--- config.mk ---
export PLATFORM = sky130hd
export DESIGN_NAME = bramReadSelect
export DESIGN_NICKNAME = d
export VERILOG_FILES = /design/src/bramArrayPkg.sv /design/src/bramReadSelect.sv
export SDC_FILE = /design/constraint.sdc
export NUM_CORES = 1
export LEC_CHECK = 0
export BUFFER_PORTS_ARGS = -buffer_cell sky130_fd_sc_hd__buf_2
export CORE_AREA = 2 2 191 193
export CTS_CLUSTER_DIAMETER = 120
export DETAILED_ROUTE_END_ITERATION = 8
export DIE_AREA = 0 0 193 195
export PLACE_DENSITY = 0.41
export SYNTH_ARGS = -nofsm -noshare
export SYNTH_HDL_FRONTEND = slang
export SYNTH_SLANG_ARGS = --single-unit
export TNS_END_PERCENT = 30
--- constraint.sdc ---
create_clock -name A_PS -period 2.7 [get_ports A_PS]
set_input_delay 0.27 -clock A_PS [delete_from_list [all_inputs] [get_ports A_PS]]
set_output_delay 0.27 -clock A_PS [all_outputs]
set_load 0.005 [all_outputs]
--- src/bramArrayPkg.sv ---
// Geometry of the dual-port block-RAM array
// Three 32-bit cells side by side and four cells deep give 4096 words of 96 bits.
// Also holds the word-address view that is shared by the decoder and the top level
package bramArrayPkg;

  // One behavioral cell
  localparam int BramBitw     = 32;
  localparam int BramBytew    = BramBitw / 8;
  localparam int NumBramWords = 1024;

  // Grid of cells
  localparam int NumParBrams = 3;
  localparam int NumSerBrams = 4;

  // Resulting array
  localparam int ArrBitw     = BramBitw * NumParBrams;
  localparam int ArrBytew    = BramBytew * NumParBrams;
  localparam int NumArrWords = NumBramWords * NumSerBrams;

  // Byte addressing, the low bits pick a byte inside one 12-byte word
  localparam int AddrBitw     = 32;
  localparam int AddrWordBito = $clog2(ArrBytew);

  localparam int WordAddrBitw = $clog2(NumArrWords);
  localparam int SerIdxBitw   = $clog2(NumSerBrams);
  localparam int WordIdxBitw  = $clog2(NumBramWords);

  // Split view of a word address, row on top
  typedef struct packed {
    logic [SerIdxBitw-1:0]  serIdx;
    logic [WordIdxBitw-1:0] wordIdx;
  } wordAddrSplitT;

  // Same word address seen as one number or as row and word index
  typedef union packed {
    logic [WordAddrBitw-1:0] flat;
    wordAddrSplitT           split;
  } wordAddrT;

endpackage

--- src/bramReadSelect.sv ---
// Read data selector for one port
// Remembers which row was accessed and picks that row's word
// once the cells have their output ready
`timescale 1ns/1ps

module bramReadSelect
  import bramArrayPkg::*;
(
  input  logic                                A_PS,
  input  logic                                rst,
  input  logic                                en,
  input  logic [SerIdxBitw-1:0]               rowIdx,
  input  logic [NumSerBrams-1:0][ArrBitw-1:0] rowData,
  output logic [ArrBitw-1:0]                  rdData
);

  logic [SerIdxBitw-1:0] rowIdxQ;

  // Loads on the same edge as the cell output registers
  always_ff @(posedge A_PS) begin
    if (rst) begin
      rowIdxQ <= '0;
    end else if (en) begin
      rowIdxQ <= rowIdx;
    end
  end

  assign rdData = rowData[rowIdxQ];

endmodule

==> reports/metrics.yaml, run 1 <==
whs_endpoint: "rowIdxQ[1]"
fin_nets: 998
postCtsSetupRepairBufs: 0
core_sq_um: 35400
numCtsBuffers: 3
viasPerCell: 3.53
p_leak_uw: 0.00260
totalWireLength_um: 23100
grt_setup_unrepaired: "false"
fmax_mhz: 445
hold_viol: 0
ys_seq_area_share_pct: 1.68
cts.clk_slew.worst_paths_ns: 0.03
final_cell_mix: "484 x buf_2, 96 x mux4_2, 15 x buf_4"
wl_met3_um: 2100
netlist-cell-type-count: 9
worstPathCellList: "buf_4 -> mux4_2 -> buf_2"
ys_ff_latch: 2
syn_area_per_cell_sq_um: 19.2
die_h_um: 195
min-delay-start: "rst"
slowest_stage: "dfxtp_4"
hold_buffers: 0
period_share_pct: 83.2
grt_pass1_wl_um: 29300
drtIter0Drc: 150
ctsLongestPathBuffers: 2
hold_class: "input pin to flip-flop"
track_usage_pct: 11.2
largest_register: "rowIdxQ"
yosys_warnings: 0
drc: 0
postPlaceCellArea_sq_um: 5410
timing.final.crit_period_ns: 2.25
critPathMaxStageDelay_ns: 0.74
tns_ns: 0
rows: 69
grt_max_degree: 51
detail-route-antenna-nets: 0
rrSetupSlack_ns: 1.47
crit_type: "flip-flop to output pin"
final_common_cell: "buf_2"
area_growth_pct: 131
synthCells: 124
antenna_found_initial: 7
wl_per_cell_um: 21.5
top_layer: "met5"
setup_viol: 0
cts_sinks: 2
clock-skew-final_ns: 0
drv_slew: 0
cts_tree: "built"
r2r-end: "rowIdxQ[0]"
path_max_fanout: 30
die_x_um: 193
wl_met1_um: 8910
relSlewSlack_pct: 57.4
grt_overflow: 0
grt_pass1_vias: 4062
synthesis.nets: 513
tightest_slew_ns: 0.639
gp_congestion: 0.901
crit_path_start_kind: "flip-flop"
cts_resized: 0
htreeDepth: 1
design_area_sq_um: 5490
cp-end-kind: "output pin"
dieArea_sq_um: 37600
wl_met2_um: 11800
drive_gt1_share_pct: 99.3
ios: 485
power_density_nw_per_um2: 213
hold_depth: 2
worstSkewPairLatency_ns: 0.22
numPortBuffers: 484
synth_area_sq_um: 2380
start_util_pct: 6.72
worstReg2RegStart: "rowIdxQ[0]"
ir_drop_v: 0.000253
first_pass_iters: 4
worst_ep_required_time_ns: 2.43
fillers: 4038
reg2reg_depth: 3
cts-root-buf: "clkbuf_16"
post-dp-hpwl_um: 21700
largest_register_ffs: 2
reg.largest.list: "rowIdxQ x2"
cp.arrival_ns: 1.98
cap_violations: 0
vias: 3788
outcome: "completed"
worst max path at each step:
stage	cells after the start	start	to	slack, ns
final	3	rowIdxQ[0]	rdData[34]	0.45
after global placement	3	rowIdxQ[0]	rdData[34]	0.67
after global routing	3	rowIdxQ[0]	rdData[30]	0.34
after detailed placement	3	rowIdxQ[0]	rdData[30]	0.64
after CTS	3	rowIdxQ[0]	rdData[30]	0.40
after floorplan	3	rowIdxQ[0]	rdData[10]	1.19
cell usage after synthesis, drive strengths merged:
| library cell | instances | area share (%) |
|---|---|---|
| nor2 | 2 | 0.32 |
| mux2i | 2 | 0.84 |
| buf | 16 | 5.4 |
| mux4 | 96 | 91 |
| clkbuf | 6 | 0.95 |
| dfxtp | 2 | 1.7 |
per-layer routing:
| metal | up-vias | GRT usage (%) |
|---|---|---|
| li1 | 1611 | - |
| met1 | 1860 | 13.4 |
| met2 | 288 | 20.5 |
| met3 | 21 | 2.62 |
| met4 | 8 | 1.71 |
| met5 | - | 0 |
power breakdown:
group | switching, uW | internal [uW]
Clock | 34.4 | 188
Sequential | 23.8 | 31.0
Combinational | 340 | 550
Total | 398 | 770
stage by stage:
step	utilization [%]	hold slack, ns	cells	total power, uW	setup slack, ns
floorplan	-	0.342	124	406	1.19
global placement	15.3	0.459	1065	962	0.667
detailed placement	15.3	0.459	1065	962	0.642
CTS	15.5	0.231	1068	1190	0.404
global route	15.5	0.243	1071	1250	0.341
finish	15.5	0.229	1072	1170	0.453
critical path: cells and delay by family, from the launching register on:
| kind | cells | cell delay (ns) |
|---|---|---|
| flip-flops | 1 | 0.74 |
| multiplexers | 1 | 0.54 |
| buffers and inverters | 2 | 0.46 |
layout make-up:
cell class | instances | area, sq um | area share (%)
diodes | 4 | 10.0 | 0.182
clock buffers | 3 | 75.1 | 1.37
multi-input cells | 100 | 2190 | 39.9
flip-flops and latches | 2 | 47.5 | 0.865
well taps | 461 | 577 | 10.5
repair buffers | 502 | 2590 | 47.2
cell families after synthesis:
logic type | Yosys count | share of synthesized area [%]
flops | 2 | 1.68
simple gates | 2 | 0.316
buf+inv | 22 | 6.31
mux | 98 | 91.7
No activity file was read; power rests on OpenSTA's default activity.
==> run 2, diff against run 1 <==
--- a/config.mk
+++ b/config.mk
@@ -6,11 +6,11 @@
 export NUM_CORES = 1
 export LEC_CHECK = 0
 export BUFFER_PORTS_ARGS = -buffer_cell sky130_fd_sc_hd__buf_2
-export CORE_AREA = 2 2 191 193
+export CORE_AREA = 2 2 187 189
 export CTS_CLUSTER_DIAMETER = 120
 export DETAILED_ROUTE_END_ITERATION = 8
-export DIE_AREA = 0 0 193 195
-export PLACE_DENSITY = 0.41
+export DIE_AREA = 0 0 189 191
+export PLACE_DENSITY = 0.43
 export SYNTH_ARGS = -nofsm -noshare
 export SYNTH_HDL_FRONTEND = slang
 export SYNTH_SLANG_ARGS = --single-unit
==> constraint.sdc (replaced) <==
create_clock -name A_PS -period 2.05 [get_ports A_PS]
set_input_delay 0.205 -clock A_PS [delete_from_list [all_inputs] [get_ports A_PS]]
set_output_delay 0.205 -clock A_PS [all_outputs]
set_load 0.005 [all_outputs]
==> reports/metrics.yaml, run 2 (same netlist as run 1, synthesis figures left out) <==
outcome: "completed"
ios: 485
p_clk_share_pct: 19.8
grt_overflow: 0
top_layer: "met5"
design_area_sq_um: 5470
worstSetupEndpoint: "rdData[35]"
first_pass_iters: 6
grt_pass1_vias: 4022
numPortBuffers: 484
fin_nets: 992
dieArea_sq_um: 36100
detail-route-antenna-nets: 0
timing.final.crit_period_ns: 1.93
cts.clk_slew.worst_paths_ns: 0.03
numCtsBuffers: 3
ctsLongestPathBuffers: 2
wl_met1_um: 7280
final_common_cell: "buf_2"
ir_drop_v: 0.000177
period_share_pct: 94.1
cts_tree: "built"
wl_per_cell_um: 18.2
reg.largest.list: "rowIdxQ x2"
relSlewSlack_pct: 76.3
dpl_worst_slack_ns: 0.329
hold_buffers: 0
p_sw_share_pct: 32.7
drive_gt1_share_pct: 99.3
die_h_um: 191
postPlaceCellArea_sq_um: 5380
track_usage_pct: 9.75
vias: 3802
dp.cells: 1053
wl_met2_um: 9740
cp-end-kind: "output pin"
fmax_mhz: 518
rrSetupSlack_ns: 1.00
die_x_um: 189
clock-skew-final_ns: 0
r2r-end: "rowIdxQ[1]"
worstSkewPairLatency_ns: 0.22
largest_register_ffs: 2
htreeDepth: 1
hold_class: "input pin to flip-flop"
worst_ep_required_time_ns: 1.85
rows: 68
path_max_fanout: 22
antenna_found_initial: 7
gp_congestion: 0.824
worstReg2RegStart: "rowIdxQ[1]"
final_cell_mix: "484 x buf_2, 96 x mux4_2, 7 x buf_4"
tns_ns: 0
startpoint: "rowIdxQ[0]"
wl_met3_um: 1880
cap_violations: 0
p_leak_uw: 0.00257
post-dp-hpwl_um: 18100
power_density_nw_per_um2: 274
viasPerCell: 3.58
layout_setup_ws_ns: 0.121
postCtsSetupRepairBufs: 0
tightest_slew_ns: 0.355
drc: 0
grt_pass1_wl_um: 25500
combPwrFrac_pct: 76.7
cts_sinks: 2
setup_viol: 0
crit_type: "flip-flop to output pin"
drv_slew: 0
cts-root-buf: "clkbuf_16"
hold_depth: 2
hold_viol: 0
cts_resized: 0
p_int_uw: 1010
start_util_pct: 6.98
cp.arrival_ns: 1.72
grt_max_degree: 43
reg2reg_depth: 3
switching_power_uw: 491
totalWireLength_um: 19300
crit_path_start_kind: "flip-flop"
drtIter0Drc: 129
largest_register: "rowIdxQ"
core_sq_um: 34100
area_growth_pct: 130
grt_setup_unrepaired: "false"
fin_cells: 1061
p_seq_share_pct: 3.5
==> run 2: cell types whose count changed in the layout (fill, tap and decap cells not counted), sizes merged <==
cell   before  now
buf       502  496
diode       4    5
==> run 2: cell type report <==
class / count / area (sq um)
Fill cell: 3839 / 28600
Multi-Input combinational cell: 100 / 2190
Tap cell: 455 / 569
Clock buffer: 3 / 75.1
Timing Repair Buffer: 496 / 2570
Sequential cell: 2 / 47.5
Antenna cell: 5 / 12.5
==> run 2: through the flow <==
step	hold WS (ns)	total power, uW	utilization, %
2_1_floorplan	0.277	534	-
3_3_place_gp	0.384	1210	15.8
3_5_place_dp	0.386	1220	15.8
4_1_cts	0.156	1520	16.0
5_1_grt	0.170	1600	16.0
6_report	0.154	1500	16.0
==> run 2: power groups by stage <==
stage | clock network, uW | registers (uW) | logic [uW]
6_report | 297 | 52.1 | 1150
5_1_grt | 306 | 52.9 | 1240
4_1_cts | 301 | 52.4 | 1170
3_5_place_dp | 0 | 52.8 | 1160
3_3_place_gp | 0 | 52.9 | 1160
2_1_floorplan | 0 | 42.6 | 491
==> run 2: metal layers <==
metal / up-vias / global-route usage, %
met5: - / 0
li1: 1602 / -
met1: 1868 / 11.7
met4: 4 / 2.64
met2: 308 / 17.1
met3: 20 / 2.66
==> run 2: critical path, cell delays in order (launching register included) <==
cell,delay (ns)
dfxtp_4,0.38
buf_12,0.18
buf_12,0.23
mux4_2,0.53
buf_2,0.14
==> run 2: worst min-delay path by stage <==
| stage | slack (ns) | endpoint | start |
|---|---|---|---|
| after floorplan | 0.28 | rowIdxQ[0] | rst |
| after global placement | 0.38 | rowIdxQ[1] | rst |
| after detailed placement | 0.39 | rowIdxQ[1] | rst |
| after CTS | 0.16 | rowIdxQ[1] | rst |
| after global routing | 0.17 | rowIdxQ[0] | rst |
| final | 0.15 | rowIdxQ[1] | rst |
==> run 3, diff against run 2 <==
--- a/config.mk
+++ b/config.mk
@@ -10,7 +10,7 @@
 export CTS_CLUSTER_DIAMETER = 120
 export DETAILED_ROUTE_END_ITERATION = 8
 export DIE_AREA = 0 0 189 191
-export PLACE_DENSITY = 0.43
+export PLACE_DENSITY = 0.42
 export SYNTH_ARGS = -nofsm -noshare
 export SYNTH_HDL_FRONTEND = slang
 export SYNTH_SLANG_ARGS = --single-unit
==> constraint.sdc (replaced) <==
create_clock -name A_PS -period 1.91 [get_ports A_PS]
set_input_delay 0.191 -clock A_PS [delete_from_list [all_inputs] [get_ports A_PS]]
set_output_delay 0.191 -clock A_PS [all_outputs]
set_load 0.005 [all_outputs]
==> reports/metrics.yaml, run 3 (same netlist as run 1, synthesis figures left out) <==
crit_type: "flip-flop to output pin"
viasPerCell: 3.56
hold_buffers: 0
ios: 485
outcome: "completed"
setup_viol: 0
start_util_pct: 6.98
rows: 68
final_cell_mix: "484 x buf_2, 96 x mux4_2, 8 x buf_4"
core_sq_um: 34100
grt_busiest_layer: "met2"
startpoint: "rowIdxQ[0]"
fin_cells: 1063
drtIter0Drc: 87
clock-skew-final_ns: 0
numPortBuffers: 484
grtUsageMet1_pct: 11.5
totalWireLength_um: 20600
grt_max_degree: 52
numCtsBuffers: 3
grt_pass1_wl_um: 26200
worstReg2RegStart: "rowIdxQ[0]"
path_max_fanout: 12
crit_path_start_kind: "flip-flop"
dp.cells: 1054
die_x_um: 189
fin_nets: 998
cts.clk_slew.worst_paths_ns: 0.03
cap_violations: 0
cts_sinks: 2
drc: 0
grt_overflow: 0
gp_congestion: 0.870
drv_slew: 0
htreeDepth: 1
grt_setup_unrepaired: "false"
cp-end-kind: "output pin"
grt_pass1_vias: 4024
tns_ns: 0
relSlewSlack_pct: 77.6
tightest_slew_ns: 0.336
worst_ep_required_time_ns: 1.72
hold_slack_ns: 0.153
track_usage_pct: 10.1
dieArea_sq_um: 36100
p_leak_uw: 0.00264
largest_register_ffs: 2
vias: 3783
reg.largest.list: "rowIdxQ x2"
period_share_pct: 96.7
fin_util_pct: 16.4
worstSkewPairLatency_ns: 0.22
drive_gt1_share_pct: 99.3
grtUsageMet2_pct: 18.1
cts_tree: "built"
first_pass_iters: 4
timing.final.crit_period_ns: 1.85
cp.arrival_ns: 1.66
antenna_found_initial: 4
power_density_nw_per_um2: 297
ir_drop_v: 0.000197
grt_util_met3_pct: 2.17
largest_register: "rowIdxQ"
final_common_cell: "buf_2"
fmax_mhz: 541
hold_viol: 0
cts-root-buf: "clkbuf_16"
post-dp-hpwl_um: 18700
area_growth_pct: 135
wl_per_cell_um: 19.4
detail-route-antenna-nets: 0
ctsLongestPathBuffers: 2
die_h_um: 191
hold_class: "input pin to flip-flop"
min-delay-start: "rst"
run 3: cell count changes in the layout (fill, tap and decap cells not counted):
cell | before | now
buf_16 | 0 | 3
diode_2 | 5 | 1
clkbuf_16 | 3 | 6
buf_12 | 5 | 4
buf_4 | 7 | 8
run 3: path summary, 6_finish.rpt:
kind,slack (ns),cells after the start,endpoint
worst min register to register,0.76,3,rowIdxQ[1]
worst max-delay path,0.06,4,rdData[22]
worst min-delay path,0.15,2,rowIdxQ[1]
worst max register to register,0.85,4,rowIdxQ[0]
run 3: where the power goes:
group          internal [uW]  total, uW  switching, uW
sequential              43.8       49.7           5.91
clock                    266        312           45.8
combinational            807       1310            498
total                   1120       1670            550
run 3: per-layer routing:
layer / part of all wire, % / routed length [um] / up-vias
li1: - / - / 1611
met5: 0.13 / 27 / -
met3: 8.1 / 1680 / 37
met2: 50 / 10300 / 320
met4: 4.6 / 939 / 4
met1: 37 / 7690 / 1811
run 3: area by class of cell:
| class | count | area [sq um] |
|---|---|---|
| Sequential cell | 2 | 47.5 |
| Fill cell | 3854 | 28500 |
| Timing Repair Buffer | 502 | 2720 |
| Tap cell | 455 | 569 |
| Clock buffer | 3 | 75.1 |
| Antenna cell | 1 | 2.50 |
| Multi-Input combinational cell | 100 | 2190 |
run 3: critical path, cell delays in order, from the launching register on:
cell and delay (ns):
dfxtp_4 0.40, buf_16 0.17, clkbuf_16 0.20, mux4_2 0.49, buf_2 0.14
run 3: what timing repair did:
item	in CTS	in global routing
setup buffers	0	2
cloned	0	3
endpoints found under the setup margin	5	31
gates resized for setup	1	2
run 3: per-stage QoR:
stage | worst slack [ns] | area [sq um] | power, uW
global placement | 0.244 | 5400 | 1330
detailed placement | 0.229 | 5400 | 1330
finish | 0.0623 | 5600 | 1670
global route | 0.00310 | 5600 | 1770
floorplan | 0.480 | 2380 | 573
CTS | -0.00852 | 5480 | 1660
